**src/include/rps_defs.svh**
```systemverilog
`ifndef RPS_DEFS_SVH
`define RPS_DEFS_SVH

// spin counters run 0 to SPIN_MAX and wrap
`define SPIN_MAX 5'd20
`define SPIN_W 5

// 160x120 screen addressing
`define PIX_X_W 8
`define PIX_Y_W 7
`define COLOR_W 3

// 4x4 square, two count bits per axis
`define SQUARE_CNT_W 4

// upper-left corners of the three icons
`define ICON_ROCK_X 8'd20
`define ICON_ROCK_Y 7'd20
`define ICON_SCISSORS_X 8'd40
`define ICON_SCISSORS_Y 7'd40
`define ICON_PAPER_X 8'd60
`define ICON_PAPER_Y 7'd60

`define COLOR_DRAW 3'b100
`define COLOR_ERASE 3'b000

`endif
```
**src/hdl/rps_pkg.sv**
```systemverilog
`default_nettype none

package rps_pkg;

	// code 3 is never driven
	typedef enum logic [1:0] {
		MOVE_SCISSORS = 2'd0,
		MOVE_ROCK     = 2'd1,
		MOVE_PAPER    = 2'd2
	} move_t;

	typedef enum logic [1:0] {
		OUT_PLAYER   = 2'd0,
		OUT_COMPUTER = 2'd1,
		OUT_NONE     = 2'd2,
		OUT_DRAW     = 2'd3
	} outcome_t;

	typedef enum logic [2:0] {
		SPIN_LEFT  = 3'd0,
		SPIN_RIGHT = 3'd1,
		GET_USER   = 3'd2,
		DRAW_ICON  = 3'd3,
		CLEAR_ICON = 3'd4,
		COMPARE    = 3'd5
	} game_state_t;

endpackage

`default_nettype wire

```
**src/hdl/rps_game_top.sv**
```systemverilog
`timescale 1ns/1ns
`default_nettype none

`include "rps_defs.svh"

module rps_game_top (
	input  wire                  clk,
	input  wire                  reset,
	input  wire                  stop_left,
	input  wire                  stop_right,
	input  wire                  confirm,
	input  wire                  stop_user,
	input  rps_pkg::move_t       user_move,
	output logic [`SPIN_W-1:0]  left_value,
	output logic [`SPIN_W-1:0]  right_value,
	output logic [`SPIN_W-1:0]  score,
	output logic                 plot,
	output logic [`PIX_X_W-1:0] pix_x,
	output logic [`PIX_Y_W-1:0] pix_y,
	output logic [`COLOR_W-1:0] color,
	output rps_pkg::move_t       opponent,
	output rps_pkg::outcome_t    outcome,
	output logic                 outcome_valid,
	output logic [1:0]           streak,
	output logic                 three_wins
);
	import rps_pkg::*;

	logic spin_left_en;
	logic spin_right_en;
	logic score_load;
	logic user_load;
	logic sweep_en;
	logic sweep_erase;
	logic opponent_load;
	logic judge_en;
	logic spin_tie;
	logic sweep_done;
	move_t candidate;
	outcome_t round_outcome;

	rps_game_fsm fsm (
		.clk(clk),
		.reset(reset),
		.stop_left(stop_left),
		.stop_right(stop_right),
		.confirm(confirm),
		.stop_user(stop_user),
		.spin_tie(spin_tie),
		.sweep_done(sweep_done),
		.round_outcome(round_outcome),
		.spin_left_en(spin_left_en),
		.spin_right_en(spin_right_en),
		.score_load(score_load),
		.user_load(user_load),
		.sweep_en(sweep_en),
		.sweep_erase(sweep_erase),
		.candidate(candidate),
		.opponent_load(opponent_load),
		.judge_en(judge_en)
	);

	spin_counter left_spin (
		.clk(clk),
		.reset(reset),
		.advance(spin_left_en),
		.value(left_value)
	);

	spin_counter right_spin (
		.clk(clk),
		.reset(reset),
		.advance(spin_right_en),
		.value(right_value)
	);

	icon_sweep sweep (
		.clk(clk),
		.reset(reset),
		.sweep_en(sweep_en),
		.sweep_erase(sweep_erase),
		.candidate(candidate),
		.sweep_done(sweep_done),
		.plot(plot),
		.pix_x(pix_x),
		.pix_y(pix_y),
		.color(color)
	);

	round_judge judge (
		.clk(clk),
		.reset(reset),
		.left_value(left_value),
		.right_value(right_value),
		.score_load(score_load),
		.user_load(user_load),
		.user_move(user_move),
		.opponent_load(opponent_load),
		.candidate(candidate),
		.judge_en(judge_en),
		.spin_tie(spin_tie),
		.score(score),
		.opponent(opponent),
		.round_outcome(round_outcome),
		.outcome(outcome),
		.outcome_valid(outcome_valid),
		.streak(streak),
		.three_wins(three_wins)
	);

endmodule

`default_nettype wire

```
**src/hdl/rps_game_fsm.sv**
```systemverilog
`timescale 1ns/1ns
`default_nettype none

module rps_game_fsm (
	input  wire                clk,
	input  wire                reset,
	input  wire                stop_left,
	input  wire                stop_right,
	input  wire                confirm,
	input  wire                stop_user,
	input  wire                spin_tie,
	input  wire                sweep_done,
	input  rps_pkg::outcome_t  round_outcome,
	output logic               spin_left_en,
	output logic               spin_right_en,
	output logic               score_load,
	output logic               user_load,
	output logic               sweep_en,
	output logic               sweep_erase,
	output rps_pkg::move_t     candidate,
	output logic               opponent_load,
	output logic               judge_en
);
	import rps_pkg::*;

	game_state_t state;
	game_state_t next_state;
	logic rotate;

	always_ff @(posedge clk) begin
		if (reset) begin
			state <= SPIN_LEFT;
		end else begin
			state <= next_state;
		end
	end

	always_comb begin
		next_state = state;
		case (state)
			SPIN_LEFT: begin
				if (stop_left) begin
					next_state = SPIN_RIGHT;
				end
			end
			SPIN_RIGHT: begin
				// a tie throws the round back to spinning
				if (stop_right) begin
					next_state = spin_tie ? SPIN_LEFT : GET_USER;
				end
			end
			GET_USER: begin
				if (confirm) begin
					next_state = DRAW_ICON;
				end
			end
			DRAW_ICON: begin
				if (sweep_done) begin
					next_state = CLEAR_ICON;
				end
			end
			CLEAR_ICON: begin
				if (sweep_done) begin
					next_state = stop_user ? COMPARE : DRAW_ICON;
				end
			end
			COMPARE: begin
				next_state = (round_outcome == OUT_COMPUTER) ? SPIN_LEFT : GET_USER;
			end
			default: begin
				next_state = SPIN_LEFT;
			end
		endcase
	end

	always_comb begin
		spin_left_en = 1'b0;
		spin_right_en = 1'b0;
		score_load = 1'b0;
		user_load = 1'b0;
		sweep_en = 1'b0;
		sweep_erase = 1'b0;
		opponent_load = 1'b0;
		judge_en = 1'b0;
		case (state)
			SPIN_LEFT: begin
				spin_left_en = !stop_left;
			end
			SPIN_RIGHT: begin
				spin_right_en = !stop_right;
				score_load = stop_right;
			end
			GET_USER: begin
				user_load = confirm;
			end
			DRAW_ICON: begin
				sweep_en = 1'b1;
			end
			CLEAR_ICON: begin
				sweep_en = 1'b1;
				sweep_erase = 1'b1;
				opponent_load = sweep_done && stop_user;
			end
			COMPARE: begin
				judge_en = 1'b1;
			end
			default: begin
				judge_en = 1'b0;
			end
		endcase
	end

	// next icon only after a full erase without stop_user
	assign rotate = (state == CLEAR_ICON) && sweep_done && !stop_user;

	always_ff @(posedge clk) begin
		if (reset) begin
			candidate <= MOVE_SCISSORS;
		end else if (rotate) begin
			case (candidate)
				MOVE_SCISSORS: candidate <= MOVE_ROCK;
				MOVE_ROCK: candidate <= MOVE_PAPER;
				default: candidate <= MOVE_SCISSORS;
			endcase
		end
	end

endmodule

`default_nettype wire

```
**src/hdl/round_judge.sv**
```systemverilog
`timescale 1ns/1ns
`default_nettype none

`include "rps_defs.svh"

module round_judge (
	input  wire                  clk,
	input  wire                  reset,
	input  wire [`SPIN_W-1:0]   left_value,
	input  wire [`SPIN_W-1:0]   right_value,
	input  wire                  score_load,
	input  wire                  user_load,
	input  rps_pkg::move_t       user_move,
	input  wire                  opponent_load,
	input  rps_pkg::move_t       candidate,
	input  wire                  judge_en,
	output logic                 spin_tie,
	output logic [`SPIN_W-1:0]  score,
	output rps_pkg::move_t       opponent,
	output rps_pkg::outcome_t    round_outcome,
	output rps_pkg::outcome_t    outcome,
	output logic                 outcome_valid,
	output logic [1:0]           streak,
	output logic                 three_wins
);
	import rps_pkg::*;

	move_t player_move;
	move_t p;
	move_t o;

	assign spin_tie = (left_value == right_value);

	always_ff @(posedge clk) begin
		if (reset) begin
			score <= '0;
			player_move <= MOVE_SCISSORS;
			opponent <= MOVE_SCISSORS;
		end else begin
			// abs difference, zero on a tie
			if (score_load) begin
				score <= (left_value > right_value) ? left_value - right_value
					: right_value - left_value;
			end
			if (user_load) begin
				player_move <= user_move;
			end
			if (opponent_load) begin
				opponent <= candidate;
			end
		end
	end

	// unused code 3 counts as paper
	assign p = (player_move == MOVE_SCISSORS || player_move == MOVE_ROCK) ?
		player_move : MOVE_PAPER;
	assign o = (opponent == MOVE_SCISSORS || opponent == MOVE_ROCK) ? opponent : MOVE_PAPER;

	always_comb begin
		if (p == o) begin
			round_outcome = OUT_DRAW;
		end else if ((p == MOVE_ROCK && o == MOVE_SCISSORS) ||
				(p == MOVE_SCISSORS && o == MOVE_PAPER) ||
				(p == MOVE_PAPER && o == MOVE_ROCK)) begin
			round_outcome = OUT_PLAYER;
		end else begin
			round_outcome = OUT_COMPUTER;
		end
	end

	always_ff @(posedge clk) begin
		if (reset) begin
			outcome <= OUT_NONE;
			outcome_valid <= 1'b0;
			streak <= 2'd0;
		end else begin
			outcome_valid <= judge_en;
			if (judge_en) begin
				outcome <= round_outcome;
				// saturates at three, draws leave it alone
				if (round_outcome == OUT_PLAYER && streak != 2'd3) begin
					streak <= streak + 1'b1;
				end else if (round_outcome == OUT_COMPUTER) begin
					streak <= 2'd0;
				end
			end
		end
	end

	assign three_wins = (streak == 2'd3);

endmodule

`default_nettype wire

```
**src/hdl/icon_sweep.sv**
```systemverilog
`timescale 1ns/1ns
`default_nettype none

`include "rps_defs.svh"

module icon_sweep (
	input  wire                   clk,
	input  wire                   reset,
	input  wire                   sweep_en,
	input  wire                   sweep_erase,
	input  rps_pkg::move_t        candidate,
	output logic                  sweep_done,
	output logic                  plot,
	output logic [`PIX_X_W-1:0]  pix_x,
	output logic [`PIX_Y_W-1:0]  pix_y,
	output logic [`COLOR_W-1:0]  color
);
	import rps_pkg::*;

	logic [`SQUARE_CNT_W-1:0] count;
	logic [`PIX_X_W-1:0] corner_x;
	logic [`PIX_Y_W-1:0] corner_y;

	// wraps from 15 to 0 on its own, ready for the next square
	always_ff @(posedge clk) begin
		if (reset) begin
			count <= '0;
		end else if (sweep_en) begin
			count <= count + 1'b1;
		end
	end

	always_comb begin
		case (candidate)
			MOVE_SCISSORS: begin
				corner_x = `ICON_SCISSORS_X;
				corner_y = `ICON_SCISSORS_Y;
			end
			MOVE_ROCK: begin
				corner_x = `ICON_ROCK_X;
				corner_y = `ICON_ROCK_Y;
			end
			default: begin
				corner_x = `ICON_PAPER_X;
				corner_y = `ICON_PAPER_Y;
			end
		endcase
	end

	// low count bits step across, high bits step down
	assign pix_x = corner_x + {{(`PIX_X_W-2){1'b0}}, count[1:0]};
	assign pix_y = corner_y + {{(`PIX_Y_W-2){1'b0}}, count[3:2]};
	assign color = sweep_erase ? `COLOR_ERASE : `COLOR_DRAW;
	assign plot = sweep_en;
	assign sweep_done = sweep_en && (count == {`SQUARE_CNT_W{1'b1}});

endmodule

`default_nettype wire

```
**src/hdl/spin_counter.sv**
```systemverilog
`timescale 1ns/1ns
`default_nettype none

`include "rps_defs.svh"

module spin_counter (
	input  wire                 clk,
	input  wire                 reset,
	input  wire                 advance,
	output logic [`SPIN_W-1:0] value
);

	// value holds whenever advance is low, so a stopped
	// counter keeps its result for the judge
	always_ff @(posedge clk) begin
		if (reset) begin
			value <= '0;
		end else if (advance) begin
			if (value == `SPIN_MAX) begin
				value <= '0;
			end else begin
				value <= value + 1'b1;
			end
		end
	end

endmodule

`default_nettype wire

```
**config.mk**
```make
export PLATFORM = sky130hd
export DESIGN_NAME = rps_game_top
export DESIGN_NICKNAME = d
export VERILOG_FILES = /design/src/hdl/rps_pkg.sv /design/src/hdl/rps_game_top.sv /design/src/hdl/rps_game_fsm.sv /design/src/hdl/round_judge.sv /design/src/hdl/icon_sweep.sv /design/src/hdl/spin_counter.sv
export VERILOG_INCLUDE_DIRS = /design/src /design/src/include
export SDC_FILE = /design/constraint.sdc
export NUM_CORES = 1
export LEC_CHECK = 0
export BUFFER_PORTS_ARGS = -buffer_cell sky130_fd_sc_hd__buf_2
export CAP_MARGIN = 20
export CORE_MARGIN = 4
export CORE_UTILIZATION = 35
export DETAILED_ROUTE_END_ITERATION = 8
export PLACE_DENSITY_LB_ADDON = 0.25
export SYNTH_ARGS = -nofsm -noshare
export SYNTH_HDL_FRONTEND = slang
export SYNTH_SLANG_ARGS = --single-unit
```
**constraint.sdc**
```tcl
create_clock -name clk -period 2.9 [get_ports clk]
set_input_delay 0.435 -clock clk [delete_from_list [all_inputs] [get_ports clk]]
set_output_delay 0.435 -clock clk [all_outputs]
set_load 0.01 [all_outputs]
```
== Word-level counts from Yosys, hierarchy flattened ==
Cells that the tools add are included.
Operators by class
  add/subtract/negate cells: 8
  order comparisons: 1
  eq/ne operators: 25
  mux-type cells: 30
  reduce and logical (&&, ||, !) cells: 26
Operators by type and width (number)
  $pmux 6 s2: 2
  $mux 3: 7
  $pmux 3 s6: 1
  $mux 5: 3
  $add 6x2->7: 2
  $mux 2: 7
  $eq 2x1->1 const B: 6
  $logic_not 2->1: 6
  $add 5x1->5 const B: 2
  $eq 5x5->1 const B: 2
  $sub 5x5->5: 2
  $mux 1: 9
  $logic_and 1x1->1: 8
  $ne 2x2->1 const B: 4
  $eq 2x2->1 const B: 3
  $eq 3x2->1 const B: 2
  $eq 3x3->1 const B: 2
  $eq 5x5->1: 1
  $gt 5x5->1: 1
  $reduce_and 5->1: 1
  $add 4x1->4 const B: 1
  $eq 4x4->1 const B: 1
  $logic_or 1x1->1: 4
  $ne 2x1->1 const B: 2
  other kinds (9): 11
Storage, ports and cells
  flip-flop bits (word level): 33
  bits of input ports: 8

== Longest topological paths before layout ==
Gate-level depths: netlist of run 1.
  depth in word-level cells: 13
  depth in mapped cells: 8
  depth with buffers taken out: 8

== Cells and area by module ==
Synthesis of run 1 repeated with hierarchy kept, for this count alone.
Unflattened totals
  cells, all modules: 254
  area total of the unflattened synthesis: 2258.4 µm²
By module, submodules not included
  round_judge: instances 1, cells an instance 119, area an instance 1071.0 µm²
  spin_counter: instances 2, cells an instance 25, area an instance 231.5 µm²
  rps_game_fsm: instances 1, cells an instance 51, area an instance 405.4 µm²
  icon_sweep: instances 1, cells an instance 34, area an instance 319.1 µm²

== Worst setup path before layout of run 1 ==
No wires, ideal clock.
  path type: register to register
  start point: reg left_spin.value[2]
  end point: reg judge.score[4]
  data arrival time: 1.794 ns
  slack: 0.972 ns
  cell stages (with the launch flop): 8
  buffers on the path: 0
  cell sequence: dfxtp_1 inv_1 ha_1 nor2b_1 o21a_1 or4_1 a21oi_1 nor4_1
Between the ends
  cells in the longest elaborated chain, start to end: 2
Ends and longest elaborated chain
  from (decl): RTL line spin_counter.sv:10  | output logic [`SPIN_W-1:0] value
  from (signal assigned): RTL line spin_counter.sv:22  | value <= value + 1'b1;
  $sub 5x5->5 (tied with other cells): RTL line round_judge.sv:43  | : right_value - left_value;
  $mux 5 (*): RTL line round_judge.sv:42  | score <= (left_value > right_value) ? left_value - right_value
  to (signal assigned): RTL line round_judge.sv:42
  to (decl): RTL line round_judge.sv:18  | output logic [`SPIN_W-1:0] score,
Every way passes the cells marked *; elsewhere a longest branch is shown, timed or not.
A chain may end at the register's enable or synchronous reset.

== Final worst setup path of run 1 ==
  start point: reg fsm.state[2]
  end point: out plot
Between the ends
  cells in the longest elaborated chain, start to end: 3
Ends and longest elaborated chain
  from (decl): RTL line rps_game_fsm.sv:26  | game_state_t state;
  from (signal assigned): RTL line rps_game_fsm.sv:34  | state <= next_state;
  $eq 3x2->1 or $eq 3x3->1 (tied branches): RTL line rps_game_fsm.sv:85  | case (state)
  $reduce_or 2->1 (no line) (*)
  $mux 1 (*): RTL line rps_game_fsm.sv:85
  to (decl): RTL line rps_game_top.sv:17  | output logic plot,
Marked as above.

==> results.cfg, run 1 <==
[status]
status = finished, final reports clean

[clock_network]
cts_tree = yes
post_cts_resized = 0
path_clk_slew_ns = 0.08
hold_buffers = 0
cts_max_path_buffers = 2
clk_latency_ns = 0.29
cts_num_sinks = 33
cts_max_level = 2
cts_setup_buffers = 0
cts_buffers = 5
cts-root-buf = clkbuf_8

[finish]
drive_gt1_frac = 0.215
area_growth_pct = 10.1
stdcell_count = 368
final_area_um2 = 2460
num_antenna_cells = 0
n_fill_cell = 649
finalNetCount = 317

[routing]
vias = 1824
ant_nets = 0
routed_via_density = 4.96
drc = 0
firstDrtPassIters = 4
drt-total-wl_mm = 4.78
avgRoutedWirePerCell_um = 13.0
first_iter_violations = 70

[floorplanning]
core_area_um2 = 6060
io_pins = 50
die_area_um2 = 7730
die_x_um = 87.9
start_util = 0.369
die_h_um = 87.9
num_rows = 28

[worst_setup_path]
cp-end-kind = primary output
crit_fanout = 14
cp_cell_sequence = or3b_1 > o21ai_4 > buf_2
critPathLaunchType = register
critical-path-max-stage-delay_ns = 0.71
crit_slowest_cell = dfxtp_1
crit_type = reg2out
arrival_ns = 1.87
worst_ep_required_time_ns = 2.47

[yosys]
synthCells = 261
avgSynthCellArea_um2 = 8.57
ys_async_sr_fraction = 0
yosysSeqAreaShare = 0.295
synth-edff-count = 0
syn_area_um2 = 2240
ys_seq_elements = 33
ys.warnings.count = 0
synth_cell_type_count = 51
ys.flop_type = dfxtp_1

[sta]
worstMarginPinSlew_ns = 0.613
finalSetupTns_ns = 0
final.setup_skew_ns = 0.0117
whs_ns = 0.375
drv_slew = 0
relSlewSlack = 0.590
grt_setup_unrepaired = false
setup-violations-final = 0
fin_crit_ns = 2.30
finalCritPeriodShare = 0.794
fmax_mhz = 434
final_hold_viol_count = 0

[placed_design]
place_area_um2 = 2380
portBuffers = 44
place.gp.congestion = 0.797
hpwl_mm = 3.51
numPlacedInstances = 360

[grt]
grt_remaining_overflow = 0
grt_pass1_wl_mm = 8.08
grt_pass1_vias = 1694
antenna_found_initial = 0
grt_start_max_net_pins = 29
grt.total_usage = 0.130

[pwr]
p_per_area_nw_per_um2 = 432
p_leak_nw = 1.09
irDropWorstVdd_v = 0.000175

[flow_run]
maxCapViolations = 0

[min_path]
hp-class = in2reg
-- layout make-up --
type	count	area, µm²	area share
timing repair buffer	44	220	0.0894
tap	75	93.8	0.0381
inverter	13	48.8	0.0198
sequential	33	661	0.268
multi-input combinational	195	1350	0.549
clock buffer	5	68.8	0.0279
clock inverter	3	17.5	0.00711
-- worst max-delay path, delay by kind of cell, from the launching register on --
| kind | cells | cell delay (ns) |
|---|---|---|
| flip-flops | 1 | 0.71 |
| AO/OA/AOI/OAI | 1 | 0.15 |
| AND/OR/NAND/NOR | 1 | 0.55 |
| buffers and inverters | 1 | 0.17 |
-- power by group --
| part | internal, W | switching (W) | leakage (nW) |
|---|---|---|---|
| Combinational | 0.000100 | 0.000123 | 0.782 |
| Sequential | 0.000469 | 0.0000303 | 0.267 |
| Clock | 0.000165 | 0.000176 | 0.0439 |
| Total | 0.000735 | 0.000329 | 1.09 |
-- layer usage --
metal  vias up  wire (µm)  GRT usage
met5         -          0          0
met4         0        104     0.0460
met3        10        261     0.0376
met2        40       2040      0.199
met1       827       2380      0.175
li1        947          -          -
-- sequential cells by signal, indices dropped and copies added, names as in the netlist, 3 cells and up --
register	flops
fsm.state	3
sweep.count	4
left_spin.value	5
right_spin.value	5
judge.score	5
-- worst paths after layout --
path | startpoint | end | slack (ns) | cells past startpoint
worst max-delay path | fsm.state[2] | plot | 0.60 | 3
worst max register to register | left_spin.value[2] | judge.score[4] | 0.82 | 7
worst min-delay path | user_move[0] | judge.player_move[0] | 0.37 | 3
worst min register to register | judge.outcome[0] | judge.outcome[0] | 0.46 | 2
-- stage by stage --
| step | setup WS (ns) | total power [W] | utilization |
|---|---|---|---|
| after floorplan | 0.972 | 0.000686 | - |
| after global placement | 0.902 | 0.000731 | 0.392 |
| after detailed placement | 0.863 | 0.000731 | 0.392 |
| after CTS | 0.575 | 0.00108 | 0.406 |
| after global routing | 0.469 | 0.00113 | 0.406 |
| final | 0.596 | 0.00106 | 0.406 |
-- synthesized netlist by cell type, drive strengths merged (4+ instances only) --
cell type,count,area share
inv,13,0.022
or4,4,0.013
xor2,4,0.016
o211ai,4,0.013
nor2,31,0.052
o21ai,9,0.025
nand2,19,0.032
o21a,4,0.013
nor2b,10,0.028
xnor2,10,0.039
mux2i,5,0.022
ha,15,0.084
dfxtp,33,0.30
nor3b,5,0.019
nand4,6,0.020
a21oi,13,0.029
clkbuf,7,0.025
buf,16,0.054
nand3,4,0.0090
nand2b,8,0.022
nor3,4,0.014
and3,4,0.011
-- layout by cell type, fill, tap and decap left out, types with 2 or more instances in the layout --
master / instances
a211o_1: 3
a211oi_1: 3
a21oi_1: 13
a221oi_1: 2
a31o_2: 3
a31oi_1: 2
and2_1: 2
and3_1: 4
buf_2: 44
clkbuf_8: 5
clkinv_2: 2
conb_1: 5
dfxtp_1: 33
fa_1: 2
ha_1: 15
inv_1: 13
mux2i_1: 5
nand2_1: 19
nand2b_1: 8
nand3_1: 4
nand4_1: 5
nor2_1: 31
nor2b_1: 10
nor3_1: 3
nor3b_1: 4
o211ai_1: 4
o21a_1: 4
o21ai_0: 6
o21ai_1: 2
o21bai_1: 2
o22ai_1: 2
or4_1: 4
xnor2_1: 10
xor2_1: 4
-- cell families (layout without fill, tap and decap cells) --
family                   count (synthesis)  count (layout)  synth area share
AND/OR/NAND/NOR                        103             103             0.259
adder cells (fa/ha/maj)                 17              17             0.102
buffers and inverters                   37              65             0.106
XOR/XNOR                                14              14            0.0548
flip-flops                              33              33             0.295
AO/OA/AOI/OAI                           51              51             0.159
other                                    1               5           0.00168
multiplexers                             5               5            0.0224
Note: power is estimated with default switching activity, not from simulation.
==> run 2: changes to the inputs <==
==> constraint.sdc (replaced) <==
create_clock -name clk -period 2.07 [get_ports clk]
set_input_delay 0.3105 -clock clk [delete_from_list [all_inputs] [get_ports clk]]
set_output_delay 0.3105 -clock clk [all_outputs]
set_load 0.01 [all_outputs]
==> run 2 against run 1 <==
Effect of this change:
- die area unchanged
- worst hold slack worse by 0.11 ns
- first-iteration DRC count increased by 17%
- global-route usage is 0.42 points higher
- largest power group unchanged
- core utilization is 0.95 points higher
- count of clock-buffer cells in the layout rose by 3
- cell area rose by 2.3%
- wire length up 1.6%
- critical path depth is 4 higher
- clock skew fell by 0.0067 ns
==> results.cfg, run 2 (synthesis results as in run 1) <==
[finish]
layout_commonest_cell = buf_2
num_antenna_cells = 0
final_cell_mix = buf_2 (44), nor2_1 (31), dfxtp_1 (30)
drive_gt1_frac = 0.240
area_growth_pct = 12.7
reg.largest.list = judge.score: 5 flops, left_spin.value: 5 flops, right_spin.value: 5 flops
finalNetCount = 324

[routing]
drt-total-wl_mm = 4.86
drc = 0
avgRoutedWirePerCell_um = 13.0
first_iter_violations = 82
vias = 1854
routed_via_density = 4.94
firstDrtPassIters = 4
ant_nets = 0

[floorplanning]
num_rows = 28
core_area_um2 = 6060
die_h_um = 87.9
io_pins = 50
die_x_um = 87.9
start_util = 0.369
die_area_um2 = 7730

[clock_network]
cts-root-buf = clkbuf_8
path_clk_slew_ns = 0.07
cts_buffers = 5
cts_max_path_buffers = 2
cts_num_sinks = 33
cts_max_level = 2
clk_latency_ns = 0.28
cts_setup_buffers = 0
cts_tree = yes

[pwr]
internal_power_w = 0.00105
p_per_area_nw_per_um2 = 594
p_sw_w = 0.000442
p_leak_nw = 1.13
power_frac_seq = 0.456
comb_power_share = 0.234
clkPwrFrac = 0.310
irDropWorstVdd_v = 0.000295
swShare = 0.295

[grt]
grt_start_max_net_pins = 29
grt.total_usage = 0.134
grt_pass1_wl_mm = 8.29
grt_pass1_vias = 1785
grt_remaining_overflow = 0
antenna_found_initial = 0

[worst_setup_path]
cp-endpoint = judge.score[4]
reg2reg_slack_ns = 0.13
rr_startpoint = left_spin.value[2]
critical-path-max-stage-delay_ns = 0.40
crit_fanout = 9
cp_num_cells = 7
crit_slowest_cell = ha_1
cp.buffers_inverters = 1
worst_ep_required_time_ns = 2.21
critPathLaunch = left_spin.value[2]
crit_type = reg2reg
reg2reg_to = judge.score[4]
cp_cell_sequence = inv_1 > ha_1 > nor2b_1 > o21a_1 > or4_1 > a21oi_1 > nor4_1
cp-end-kind = register
arrival_ns = 2.08
critPathTopFamily = simple AND/OR/NAND/NOR gates
rr_worst_depth = 7
critPathLaunchType = register

[flow_run]
maxCapViolations = 0

[min_path]
worstHoldStart = user_move[0]
hp-class = in2reg

[sta]
whs_ns = 0.270
grt_setup_unrepaired = false
finalSetupTns_ns = 0
setup-violations-final = 0
drv_slew = 0
worstMarginPinSlew_ns = 0.553
final.setup_skew_ns = 0.00502
fin_crit_ns = 1.94
fmax_mhz = 515
final_hold_viol_count = 0
relSlewSlack = 0.632
finalCritPeriodShare = 0.938

[status]
status = finished, final reports clean

[placed_design]
place.gp.congestion = 0.921
hpwl_mm = 3.66
portBuffers = 44
-- run 2: changes by cell type in the layout (fill, tap and decap cells not counted) --
cell / change
ha_2: +1
clkbuf_1: +3
clkinvlp_4: -1
a211oi_2: +1
dfxtp_1: -3
dfxtp_2: +3
ha_1: -1
a211oi_1: -1
clkinv_2: -2
buf_4: +7
-- run 2: final cells by class --
cell class / instances / area, µm²
clock buffers: 8 / 80.1
fillers: 648 / 3540
inverters: 13 / 48.8
multi-input cells: 195 / 1360
flip-flops and latches: 33 / 664
well taps: 75 / 93.8
repair buffers: 51 / 273
-- run 2: power by group through the flow --
stage	combinational (W)	sequential, W	clock (W)
after global routing	0.000395	0.000686	0.000514
after detailed placement	0.000346	0.000696	0
after global placement	0.000348	0.000696	0
final	0.000349	0.000682	0.000464
after CTS	0.000348	0.000681	0.000487
after floorplan	0.000258	0.000703	0
-- run 2: worst min path at each step --
stage | to | slack, ns | cells past startpoint
final | judge.player_move[0] | 0.27 | 3
after global routing | judge.player_move[0] | 0.29 | 3
after CTS | judge.player_move[0] | 0.27 | 3
after detailed placement | judge.outcome[0] | 0.45 | 2
after global placement | judge.outcome[0] | 0.45 | 2
after floorplan | judge.player_move[0] | 0.45 | 2
-- run 2: through the flow --
step                       util  instances  worst slack [ns]  power [W]  instance area (µm²)
after CTS                 0.414        375            0.0316    0.00152                 2510
after global placement    0.401        367             0.175    0.00104                 2430
after global routing      0.416        375            0.0124    0.00159                 2520
final                     0.416        375             0.128    0.00150                 2520
after floorplan               -        265             0.142   0.000961                 2250
after detailed placement  0.401        367             0.139    0.00104                 2430
-- run 2: routing by layer --
layer,vias to the layer above,wire (µm),global-route usage
li1,959,-,-
met1,848,2370,0.179
met2,40,2150,0.208
met3,7,266,0.0386
met4,0,71,0.0460
met5,-,0,0
-- run 2: worst min-delay path: cells and delay by family --
family	cells	cell delay, ns
buffers and inverters	1	0.10
AOI/OAI and AO/OA	1	0.05
and+or+nand+nor	1	0.04
-- run 2: repair_timing --
item,CTS,global route
resized for setup,0,5
setup endpoints to repair,0,5
hold buffers,0,0
